--- src/rtl/rn_cfg_pkg.sv ---
package rn_cfg_pkg;

  // dispatch group width
  localparam int DISP_SIZE = 2;

  // architectural register space
  localparam int ARCH_REGS = 32;
  localparam int ARCH_W    = 5;   // index width for ARCH_REGS

  // physical register space, x0 maps to rnid 0
  localparam int RNID_W    = 6;
  localparam int PHY_REGS  = 64;  // 2**RNID_W

  // writeback buses that can wake up a source
  localparam int WB_PORTS  = 2;

endpackage

--- src/rtl/rn_types_pkg.sv ---
package rn_types_pkg;

  import rn_cfg_pkg::*;

  typedef logic [ARCH_W-1:0] rn_arch_t;
  typedef logic [RNID_W-1:0] rn_id_t;

  // renamed source operand
  typedef struct packed {
    logic     valid;
    rn_arch_t arch;
    rn_id_t   rnid;
    logic     ready;  // no pending writeback
  } rn_src_t;

  // instruction as it arrives from decode
  typedef struct packed {
    logic     valid;
    logic     rd_valid;
    rn_arch_t rd_arch;
    logic     rs1_valid;
    rn_arch_t rs1_arch;
    logic     rs2_valid;
    rn_arch_t rs2_arch;
  } rn_in_inst_t;

  typedef rn_in_inst_t [DISP_SIZE-1:0] rn_in_grp_t;

  // instruction as handed to the scheduler
  typedef struct packed {
    logic     valid;
    logic     rd_valid;
    rn_arch_t rd_arch;
    rn_id_t   rd_rnid;
    rn_id_t   rd_old_rnid;  // freed when this instruction commits
    rn_src_t  rs1;
    rn_src_t  rs2;
  } rn_out_inst_t;

  typedef rn_out_inst_t [DISP_SIZE-1:0] rn_out_grp_t;

  typedef struct packed {
    logic   valid;
    rn_id_t rnid;
  } rn_wb_t;

  // per slot commit info
  typedef struct packed {
    logic     rd_valid;
    rn_arch_t rd_arch;
    rn_id_t   rd_rnid;
    rn_id_t   old_rnid;
    logic     dead;  // squashed, give back its own rnid
  } rn_cmt_slot_t;

  typedef struct packed {
    logic                            commit;
    rn_cmt_slot_t [DISP_SIZE-1:0]    slot;
  } rn_cmt_t;

endpackage

--- src/rtl/rn_busy_table.sv ---
`timescale 1ns/100ps

module rn_busy_table
  import rn_cfg_pkg::*;
  import rn_types_pkg::*;
(
  input  logic                        i_clk,
  input  logic                        i_reset_n,

  input  rn_id_t  [DISP_SIZE*2-1:0]   i_src_rnid,
  output logic    [DISP_SIZE*2-1:0]   o_src_ready,

  // newly allocated destinations
  input  logic    [DISP_SIZE-1:0]     i_set_valid,
  input  rn_id_t  [DISP_SIZE-1:0]     i_set_rnid,

  input  rn_wb_t  [WB_PORTS-1:0]      i_phy_wr
);

  logic [PHY_REGS-1:0] r_busy;

  always_comb begin
    logic wb_hit;
    for (int s = 0; s < DISP_SIZE * 2; s++) begin
      wb_hit = 1'b0;
      for (int w = 0; w < WB_PORTS; w++) begin
        if (i_phy_wr[w].valid && (i_phy_wr[w].rnid == i_src_rnid[s])) begin
          wb_hit = 1'b1;  // same cycle writeback bypass
        end
      end
      o_src_ready[s] = (i_src_rnid[s] == '0) | ~r_busy[i_src_rnid[s]] | wb_hit;
    end
  end

  always_ff @(posedge i_clk or negedge i_reset_n) begin
    if (!i_reset_n) begin
      r_busy <= '0;
    end else begin
      for (int w = 0; w < WB_PORTS; w++) begin
        if (i_phy_wr[w].valid) begin
          r_busy[i_phy_wr[w].rnid] <= 1'b0;
        end
      end
      for (int d = 0; d < DISP_SIZE; d++) begin
        if (i_set_valid[d]) begin
          r_busy[i_set_rnid[d]] <= 1'b1;
        end
      end
    end
  end

  // a free rnid must have been written back before it was released
  generate
    for (genvar d = 0; d < DISP_SIZE; d++) begin : g_set_chk
      a_alloc_not_busy: assert property (@(posedge i_clk) disable iff (!i_reset_n)
        i_set_valid[d] |-> !r_busy[i_set_rnid[d]]);
    end
  endgenerate

endmodule

--- src/rtl/rn_commit_release.sv ---
`timescale 1ns/100ps

module rn_commit_release
  import rn_cfg_pkg::*;
  import rn_types_pkg::*;
(
  input  logic                      i_clk,
  input  logic                      i_reset_n,
  input  rn_cmt_t                   i_commit,
  output logic   [DISP_SIZE-1:0]    o_push,
  output rn_id_t [DISP_SIZE-1:0]    o_push_id
);

  rn_cmt_t r_commit;

  // one cycle delay keeps the freelist push off the commit path
  always_ff @(posedge i_clk or negedge i_reset_n) begin
    if (!i_reset_n) begin
      r_commit <= '0;
    end else begin
      r_commit <= i_commit;
    end
  end

  //   normal commit -> previous mapping is dead now, free it
  //   dead slot     -> its own allocation was never architectural
  always_comb begin
    for (int d = 0; d < DISP_SIZE; d++) begin
      o_push[d] = r_commit.commit &
                  r_commit.slot[d].rd_valid &
                  (r_commit.slot[d].rd_arch != '0);
      if (r_commit.slot[d].dead) begin
        o_push_id[d] = r_commit.slot[d].rd_rnid;
      end else begin
        o_push_id[d] = r_commit.slot[d].old_rnid;
      end
    end
  end

endmodule

--- src/rtl/rn_freelist.sv ---
`timescale 1ns/100ps

module rn_freelist
  import rn_cfg_pkg::*;
#(
  parameter int SIZE = 16,
  parameter int INIT = 32
) (
  input  logic              i_clk,
  input  logic              i_reset_n,
  input  logic              i_push,
  input  logic [RNID_W-1:0] i_push_id,
  input  logic              i_pop,
  output logic [RNID_W-1:0] o_pop_id,
  output logic              o_empty
);

  localparam int PTR_W = (SIZE > 1) ? $clog2(SIZE) : 1;
  localparam int CNT_W = $clog2(SIZE + 1);

  logic [RNID_W-1:0] r_list [SIZE];
  logic [PTR_W-1:0]  r_head;
  logic [PTR_W-1:0]  r_tail;
  logic [CNT_W-1:0]  r_count;

  // wrap at SIZE so non power of two depths work
  function automatic logic [PTR_W-1:0] ptr_inc(input logic [PTR_W-1:0] ptr);
    ptr_inc = (ptr == PTR_W'(SIZE - 1)) ? '0 : ptr + 1'b1;
  endfunction

  assign o_pop_id = r_list[r_head];  // head is visible before the pop edge
  assign o_empty  = (r_count == '0);

  always_ff @(posedge i_clk or negedge i_reset_n) begin
    if (!i_reset_n) begin
      for (int i = 0; i < SIZE; i++) begin
        r_list[i] <= RNID_W'(INIT + i);
      end
      r_head  <= '0;
      r_tail  <= '0;  // full, so tail has wrapped onto head
      r_count <= CNT_W'(SIZE);
    end else begin
      if (i_push) begin
        r_list[r_tail] <= i_push_id;
        r_tail         <= ptr_inc(r_tail);
      end
      if (i_pop) begin
        r_head <= ptr_inc(r_head);
      end
      case ({i_push, i_pop})
        2'b10:   r_count <= r_count + 1'b1;
        2'b01:   r_count <= r_count - 1'b1;
        default: r_count <= r_count;  // both or none
      endcase
    end
  end

  // releases are routed by commit slot, so another slot can overfill this one
  a_no_push_full: assert property (@(posedge i_clk) disable iff (!i_reset_n)
    i_push |-> (r_count != CNT_W'(SIZE)) || i_pop);

  a_no_pop_empty: assert property (@(posedge i_clk) disable iff (!i_reset_n)
    i_pop |-> !o_empty);

endmodule

--- src/rtl/rn_map_table.sv ---
`timescale 1ns/100ps

module rn_map_table
  import rn_cfg_pkg::*;
  import rn_types_pkg::*;
(
  input  logic                         i_clk,
  input  logic                         i_reset_n,

  // source lookup, rs1 and rs2 per slot
  input  rn_arch_t [DISP_SIZE*2-1:0]   i_src_arch,
  output rn_id_t   [DISP_SIZE*2-1:0]   o_src_rnid,

  // previous mapping of each destination
  input  rn_arch_t [DISP_SIZE-1:0]     i_rd_arch,
  output rn_id_t   [DISP_SIZE-1:0]     o_rd_old_rnid,

  // group update at fire
  input  logic     [DISP_SIZE-1:0]     i_upd_valid,
  input  rn_arch_t [DISP_SIZE-1:0]     i_upd_arch,
  input  rn_id_t   [DISP_SIZE-1:0]     i_upd_rnid
);

  rn_id_t r_map [ARCH_REGS];

  always_comb begin
    for (int s = 0; s < DISP_SIZE * 2; s++) begin
      o_src_rnid[s] = r_map[i_src_arch[s]];
    end
    for (int d = 0; d < DISP_SIZE; d++) begin
      o_rd_old_rnid[d] = r_map[i_rd_arch[d]];
    end
  end

  always_ff @(posedge i_clk or negedge i_reset_n) begin
    if (!i_reset_n) begin
      for (int r = 0; r < ARCH_REGS; r++) begin
        r_map[r] <= rn_id_t'(r);  // identity map out of reset
      end
    end else begin
      // ascending slot order, so the youngest writer of an arch reg wins
      for (int d = 0; d < DISP_SIZE; d++) begin
        if (i_upd_valid[d] && (i_upd_arch[d] != '0)) begin
          r_map[i_upd_arch[d]] <= i_upd_rnid[d];
        end
      end
    end
  end

  // x0 stays on rnid 0, the stage must never allocate for it
  generate
    for (genvar d = 0; d < DISP_SIZE; d++) begin : g_upd_chk
      a_no_x0_update: assert property (@(posedge i_clk) disable iff (!i_reset_n)
        i_upd_valid[d] |-> (i_upd_arch[d] != '0) && (i_upd_rnid[d] != '0));
    end
  endgenerate

endmodule

--- src/rtl/rn_rename_stage.sv ---
`timescale 1ns/100ps

module rn_rename_stage
  import rn_cfg_pkg::*;
  import rn_types_pkg::*;
(
  input  logic                         i_clk,
  input  logic                         i_reset_n,

  // incoming group
  input  logic                         i_dsp_valid,
  input  rn_in_grp_t                   i_dsp_grp,
  input  logic                         i_resource_ok,
  input  logic     [DISP_SIZE-1:0]     i_fl_empty,
  input  rn_id_t   [DISP_SIZE-1:0]     i_fl_head,

  // map lookup
  output rn_arch_t [DISP_SIZE*2-1:0]   o_src_arch,
  input  rn_id_t   [DISP_SIZE*2-1:0]   i_src_rnid,
  output rn_arch_t [DISP_SIZE-1:0]     o_rd_arch,
  input  rn_id_t   [DISP_SIZE-1:0]     i_rd_old_rnid,

  // busy lookup
  input  logic     [DISP_SIZE*2-1:0]   i_src_ready,

  // allocation
  output logic     [DISP_SIZE-1:0]     o_pop,
  output logic     [DISP_SIZE-1:0]     o_upd_valid,
  output rn_id_t   [DISP_SIZE-1:0]     o_upd_rnid,

  output logic                         o_ready,
  output logic                         o_sc_valid,
  output rn_out_grp_t                  o_sc_grp
);

  logic                    w_fire;
  logic [DISP_SIZE-1:0]    w_wr_rd;     // slot really writes a non-x0 dest
  rn_id_t [DISP_SIZE-1:0]  w_new_rnid;
  rn_out_grp_t             w_grp;
  logic                    r_sc_valid;
  rn_out_grp_t             r_sc_grp;

  // every slot needs a free entry, even if it does not allocate
  assign o_ready = i_resource_ok & ~(|i_fl_empty);
  assign w_fire  = i_dsp_valid & o_ready;

  always_comb begin
    for (int d = 0; d < DISP_SIZE; d++) begin
      w_wr_rd[d]        = i_dsp_grp[d].valid & i_dsp_grp[d].rd_valid &
                          (i_dsp_grp[d].rd_arch != '0);
      w_new_rnid[d]     = w_wr_rd[d] ? i_fl_head[d] : '0;
      o_src_arch[d*2]   = i_dsp_grp[d].rs1_arch;
      o_src_arch[d*2+1] = i_dsp_grp[d].rs2_arch;
      o_rd_arch[d]      = i_dsp_grp[d].rd_arch;
    end
  end

  assign o_pop       = {DISP_SIZE{w_fire}} & w_wr_rd;
  assign o_upd_valid = {DISP_SIZE{w_fire}} & w_wr_rd;
  assign o_upd_rnid  = w_new_rnid;

  // map values first, then override from older slots in the group;
  // the last match in the loop is the nearest producer
  always_comb begin
    for (int d = 0; d < DISP_SIZE; d++) begin
      w_grp[d].valid       = i_dsp_grp[d].valid;
      w_grp[d].rd_valid    = i_dsp_grp[d].rd_valid;
      w_grp[d].rd_arch     = i_dsp_grp[d].rd_arch;
      w_grp[d].rd_rnid     = w_new_rnid[d];
      w_grp[d].rd_old_rnid = i_rd_old_rnid[d];
      w_grp[d].rs1 = '{valid: i_dsp_grp[d].rs1_valid, arch: i_dsp_grp[d].rs1_arch,
                       rnid: i_src_rnid[d*2], ready: i_src_ready[d*2]};
      w_grp[d].rs2 = '{valid: i_dsp_grp[d].rs2_valid, arch: i_dsp_grp[d].rs2_arch,
                       rnid: i_src_rnid[d*2+1], ready: i_src_ready[d*2+1]};
      for (int p = 0; p < d; p++) begin
        if (w_wr_rd[p] && i_dsp_grp[d].rs1_valid &&
            (i_dsp_grp[p].rd_arch == i_dsp_grp[d].rs1_arch)) begin
          w_grp[d].rs1.rnid  = w_new_rnid[p];
          w_grp[d].rs1.ready = 1'b0;  // producer is still in this group
        end
        if (w_wr_rd[p] && i_dsp_grp[d].rs2_valid &&
            (i_dsp_grp[p].rd_arch == i_dsp_grp[d].rs2_arch)) begin
          w_grp[d].rs2.rnid  = w_new_rnid[p];
          w_grp[d].rs2.ready = 1'b0;
        end
        if (w_wr_rd[p] && (i_dsp_grp[p].rd_arch == i_dsp_grp[d].rd_arch)) begin
          w_grp[d].rd_old_rnid = w_new_rnid[p];
        end
      end
    end
  end

  always_ff @(posedge i_clk or negedge i_reset_n) begin
    if (!i_reset_n) begin
      r_sc_valid <= 1'b0;
    end else begin
      r_sc_valid <= w_fire;
    end
  end

  always_ff @(posedge i_clk) begin
    if (w_fire) begin
      r_sc_grp <= w_grp;  // hold payload on stall
    end
  end

  assign o_sc_valid = r_sc_valid;
  assign o_sc_grp   = r_sc_grp;

endmodule

--- src/rtl/rn_rename_top.sv ---
`timescale 1ns/100ps

module rn_rename_top
  import rn_cfg_pkg::*;
  import rn_types_pkg::*;
#(
  parameter int FLIST_SIZE = 16  // entries per slot free list
) (
  input  logic                     i_clk,
  input  logic                     i_reset_n,

  input  logic                     i_dsp_valid,
  input  rn_in_grp_t               i_dsp_grp,
  input  logic                     i_resource_ok,
  output logic                     o_ready,

  input  rn_wb_t [WB_PORTS-1:0]    i_phy_wr,
  input  rn_cmt_t                  i_commit,

  output logic                     o_sc_valid,
  output rn_out_grp_t              o_sc_grp
);

  logic     [DISP_SIZE-1:0]     w_fl_push;
  rn_id_t   [DISP_SIZE-1:0]     w_fl_push_id;
  logic     [DISP_SIZE-1:0]     w_fl_pop;
  rn_id_t   [DISP_SIZE-1:0]     w_fl_head;
  logic     [DISP_SIZE-1:0]     w_fl_empty;

  rn_arch_t [DISP_SIZE*2-1:0]   w_src_arch;
  rn_id_t   [DISP_SIZE*2-1:0]   w_src_rnid;
  logic     [DISP_SIZE*2-1:0]   w_src_ready;
  rn_arch_t [DISP_SIZE-1:0]     w_rd_arch;
  rn_id_t   [DISP_SIZE-1:0]     w_rd_old_rnid;
  logic     [DISP_SIZE-1:0]     w_upd_valid;
  rn_id_t   [DISP_SIZE-1:0]     w_upd_rnid;

  // slot d starts with the block right above the arch regs
  generate
    for (genvar d = 0; d < DISP_SIZE; d++) begin : g_flist
      rn_freelist #(
        .SIZE (FLIST_SIZE),
        .INIT (ARCH_REGS + d * FLIST_SIZE)
      ) u_freelist (
        .i_clk     (i_clk),
        .i_reset_n (i_reset_n),
        .i_push    (w_fl_push[d]),
        .i_push_id (w_fl_push_id[d]),
        .i_pop     (w_fl_pop[d]),
        .o_pop_id  (w_fl_head[d]),
        .o_empty   (w_fl_empty[d])
      );
    end
  endgenerate

  rn_map_table u_map (
    .i_clk         (i_clk),
    .i_reset_n     (i_reset_n),
    .i_src_arch    (w_src_arch),
    .o_src_rnid    (w_src_rnid),
    .i_rd_arch     (w_rd_arch),
    .o_rd_old_rnid (w_rd_old_rnid),
    .i_upd_valid   (w_upd_valid),
    .i_upd_arch    (w_rd_arch),   // dest arch doubles as update index
    .i_upd_rnid    (w_upd_rnid)
  );

  // looks up the map rnid, the stage masks forwarded sources itself
  rn_busy_table u_busy (
    .i_clk       (i_clk),
    .i_reset_n   (i_reset_n),
    .i_src_rnid  (w_src_rnid),
    .o_src_ready (w_src_ready),
    .i_set_valid (w_upd_valid),
    .i_set_rnid  (w_upd_rnid),
    .i_phy_wr    (i_phy_wr)
  );

  rn_commit_release u_release (
    .i_clk     (i_clk),
    .i_reset_n (i_reset_n),
    .i_commit  (i_commit),
    .o_push    (w_fl_push),
    .o_push_id (w_fl_push_id)
  );

  rn_rename_stage u_stage (
    .i_clk         (i_clk),
    .i_reset_n     (i_reset_n),
    .i_dsp_valid   (i_dsp_valid),
    .i_dsp_grp     (i_dsp_grp),
    .i_resource_ok (i_resource_ok),
    .i_fl_empty    (w_fl_empty),
    .i_fl_head     (w_fl_head),
    .o_src_arch    (w_src_arch),
    .i_src_rnid    (w_src_rnid),
    .o_rd_arch     (w_rd_arch),
    .i_rd_old_rnid (w_rd_old_rnid),
    .i_src_ready   (w_src_ready),
    .o_pop         (w_fl_pop),
    .o_upd_valid   (w_upd_valid),
    .o_upd_rnid    (w_upd_rnid),
    .o_ready       (o_ready),
    .o_sc_valid    (o_sc_valid),
    .o_sc_grp      (o_sc_grp)
  );

endmodule

--- config.mk ---
export PLATFORM = sky130hd
export DESIGN_NAME = rn_rename_top
export DESIGN_NICKNAME = d
export VERILOG_FILES = /design/src/rtl/rn_cfg_pkg.sv /design/src/rtl/rn_types_pkg.sv /design/src/rtl/rn_busy_table.sv /design/src/rtl/rn_commit_release.sv /design/src/rtl/rn_freelist.sv /design/src/rtl/rn_map_table.sv /design/src/rtl/rn_rename_stage.sv /design/src/rtl/rn_rename_top.sv
export SDC_FILE = /design/constraint.sdc
export NUM_CORES = 2
export LEC_CHECK = 0
export BUFFER_PORTS_ARGS = -buffer_cell sky130_fd_sc_hd__buf_4
export CORE_MARGIN = 2
export CORE_UTILIZATION = 37
export CTS_CLUSTER_DIAMETER = 50
export DETAILED_ROUTE_END_ITERATION = 16
export PLACE_DENSITY = 0.59
export SLEW_MARGIN = 40
export SYNTH_ARGS = -nofsm -noshare
export SYNTH_HDL_FRONTEND = slang
export SYNTH_SLANG_ARGS = --single-unit
--- constraint.sdc ---
create_clock -name i_clk -period 5.6 [get_ports i_clk]
set_input_delay 1.12 -clock i_clk [delete_from_list [all_inputs] [get_ports i_clk]]
set_output_delay 1.12 -clock i_clk [all_outputs]
set_load 0.005 [all_outputs]
==> flow_summary.yaml <==
drt:
  drt-initial-drc-count: 4070
  wire_per_inst_um: 29.6
  drc: 0
  detail-route-antenna-nets: 0
  routed_wirelength_um: 150000
  drt_pre_antenna_iters: 6
  drt-vias-per-instance: 6.30
  routed-via-count: 31900
timing:
  skew_ns: 0.0439
  shortest_period_the_worst_path_allows_ns: 4.15
  finalSetupTns_ns: 0
  finalCritPeriodShare: 0.741
  final_layout_worst_hold_slack_ns: 0.416
  timing.max_slew.rel_slack: 0.406
  final-hold-violation-count: 0
  grt_setup_unrepaired: "false"
  worst-slew-pin-transition_ns: 0.888
  number_of_pins_exceeding_their_max_slew_limit_in_the_final_report: 0
  finish_stage_setup_viols: 0
  achievable-frequency_ghz: 0.241
finish:
  fin_nets: 3688
  post_route_cells_drive_above_1_share: 0.308
  flow.area_growth_from_synthesis_pct: 14.5
pwr:
  vdd_drop_max_v: 0.000311
  power_density_normalized_to_cell_area_mw_per_mm2: 374
  power.static_leakage_nw: 18.1
  total_power_mw: 17.1
placed_design:
  hpwl_detailed_um: 106000
  routabilityCongestion: 0.967
  portBuffers: 186
synthesis:
  syn-mean-instance-area_um2: 11.3
  synth.net_count: 3638
  synth.most_common_cell: "nand2_1"
  yosys_warnings: 0
  syn_area_mm2: 0.0398
  synth_seq_cells: 604
  asyncSetResetFlopFracSynth: 0.851
  synth_area_leader_cell: "mux4_2"
  synthesis.instances: 3526
  number_of_different_library_cells_in_the_post_synthesis_netlist: 83
  dominantRegCellSynth: "dfrtp_1"
  synth_edf_count: 90
  synthDominantCellAreaShare: 0.212
  synth.area.top_cells: "mux4_2, dfrtp_1, dfstp_2, mux2i_1, edfxtp_1"
  synth.top_cells.by_count: "nand2_1, mux4_2, mux2i_1"
  synth-seq-area-share: 0.397
setup_path:
  critPathSlowestCell: "mux2i_4"
  critical_path_peak_fanout: 25
  worst-endpoint-required_ns: 6.03
  arrival_ns: 4.59
  max_stage_delay_ns: 0.64
  capturing_point_of_the_worst_reg2reg_path: "u_busy.r_busy[1]$_DFF_PN0_"
  cell_depth_of_the_worst_flop_to_flop_path: 6
  timing.critical_path.cells: "buf_4, mux4_2, mux4_2, mux2i_4, buf_12, mux2i_1, mux2i_1, nor2_1, a2111oi_2, nor4b_1, a211o_1"
  crit_path_class: "in2reg"
  startpoint_type: "input pin"
  crit-reg2reg-launch: "g_flist[0].u_freelist.r_head[0]$_DFFE_PN0N_"
  critPathCaptureType: "flop"
  rrSetupSlack_ns: 1.86
clock_network:
  root_buffer: "clkbuf_16"
  cts_hold_buffers: 0
  clk_latency_ns: 0.69
  cts.reportedPaths.clkPinSlew_ns: 0.06
  cts_buffers: 88
  cts.sink_count: 604
  clock_path_buffers: 3
  cts_repair_resize_count: 0
  post-cts-setup-buffer-count: 0
  tritoncts: "built"
  htree_levels: 3
floorplan:
  dieArea_mm2: 0.110
  io_pins: 187
  die_x_um: 332
  die_y_um: 332
  core_mm2: 0.107
  rows: 120
  floorplan.initialDensity: 0.372
outcome:
  result_of_the_run: "completed"
global_routing:
  groute.usage.overall: 0.268
  grt_max_degree: 123
  grt_overflow: 0
  grt_pass1_wl_um: 219000
  antenna_found_initial: 3
  first_global_vias: 31100
min_path:
  min-delay-path-class: "in2async"
job:
  cap_violations: 0
==> report_power, final <==
group | internal [mW] | total (mW) | switching [mW]
Sequential | 5.64 | 6.73 | 1.09
Combinational | 2.03 | 4.58 | 2.55
Clock | 3.40 | 5.74 | 2.33
==> state kept, by name, summed over array words and instances (netlist names) <==
signal,count
u_stage.o_sc_valid,1
g_flist.u_freelist.r_head,8
u_stage.o_sc_grp,90
u_map.r_map,192
u_release.r_commit,39
g_flist.u_freelist.r_count,10
u_busy.r_busy,64
g_flist.u_freelist.r_tail,8
g_flist.u_freelist.r_list,192
==> layout make-up <==
type | instances | area (um^2)
sequential | 604 | 15800
fill | 10100 | 61400
clock inverter | 59 | 649
antenna | 1 | 2.50
timing repair buffer | 264 | 2160
tap | 1403 | 1760
clock buffer | 106 | 2390
multi-input combinational | 2578 | 22600
inverter | 40 | 153
==> critical path: cells and delay by family <==
family | cells | cell delay [ns]
simple gates | 2 | 0.17
compound gates | 2 | 0.62
buf+inv | 2 | 0.62
mux | 5 | 1.98
==> placed cells by master, fill, tap and decap left out, types with 13 or more instances in the layout <==
master | Yosys | layout
nand2_1 | 509 | 509
mux2_2 | 57 | 57
nor2b_1 | 22 | 21
ha_1 | 17 | 17
edfxtp_1 | 90 | 90
xor2_1 | 41 | 41
a221o_1 | 30 | 30
clkbuf_16 | 0 | 89
nand2b_1 | 17 | 17
mux4_1 | 13 | 13
o21ai_0 | 332 | 332
inv_1 | 33 | 31
a21oi_1 | 179 | 179
mux4_2 | 375 | 375
nor2_1 | 242 | 217
nand3_1 | 47 | 47
nand4_1 | 24 | 24
buf_4 | 22 | 250
mux2i_1 | 357 | 353
dfstp_2 | 194 | 194
nor3_1 | 19 | 14
o211ai_1 | 22 | 22
nor2_2 | 1 | 24
inv_6 | 0 | 18
and2_1 | 16 | 16
a211oi_1 | 16 | 16
a22oi_1 | 55 | 55
xnor2_1 | 38 | 38
dfrtp_1 | 320 | 317
==> per-layer routing <==
layer | GRT usage | share of wire
met3 | 0.0786 | 0.12
met4 | 0.120 | 0.048
met2 | 0.396 | 0.44
met5 | 0.00738 | 0.00086
met1 | 0.365 | 0.39
==> worst max-delay path by stage <==
stage	start	end	slack [ns]
4_1_cts	i_dsp_grp[19]	u_stage.o_sc_grp[45]$_SDFFCE_PP0N_	1.53
5_1_grt	i_dsp_grp[19]	u_stage.o_sc_grp[45]$_SDFFCE_PP0N_	1.32
2_1_floorplan	i_resource_ok	g_flist[1].u_freelist.r_count[4]$_DFFE_PN1P_	0.002
3_3_place_gp	i_dsp_grp[19]	u_stage.o_sc_grp[45]$_SDFFCE_PP0N_	0.82
6_report	i_dsp_grp[19]	u_stage.o_sc_grp[45]$_SDFFCE_PP0N_	1.45
3_5_place_dp	i_dsp_grp[19]	u_stage.o_sc_grp[45]$_SDFFCE_PP0N_	0.80
==> cells by family after synthesis <==
group | Yosys count | synth area share
AO/OA/AOI/OAI | 713 | 0.107
adder cells (fa/ha/maj) | 17 | 0.00535
buffers and inverters | 344 | 0.0392
flip-flops | 604 | 0.397
XOR/XNOR | 79 | 0.0174
AND/OR/NAND/NOR | 960 | 0.103
multiplexers | 809 | 0.330
==> stage by stage <==
| stage | instances | area, um^2 | worst slack, ns | utilization |
|---|---|---|---|---|
| 2_1_floorplan | 3526 | 39800 | 0.00166 | - |
| 5_1_grt | 5054 | 45500 | 1.32 | 0.426 |
| 6_report | 5055 | 45600 | 1.45 | 0.426 |
| 3_3_place_gp | 4885 | 42200 | 0.821 | 0.395 |
| 3_5_place_dp | 4889 | 42400 | 0.803 | 0.397 |
| 4_1_cts | 5054 | 45500 | 1.53 | 0.425 |
(Power assumes the default switching activity.)
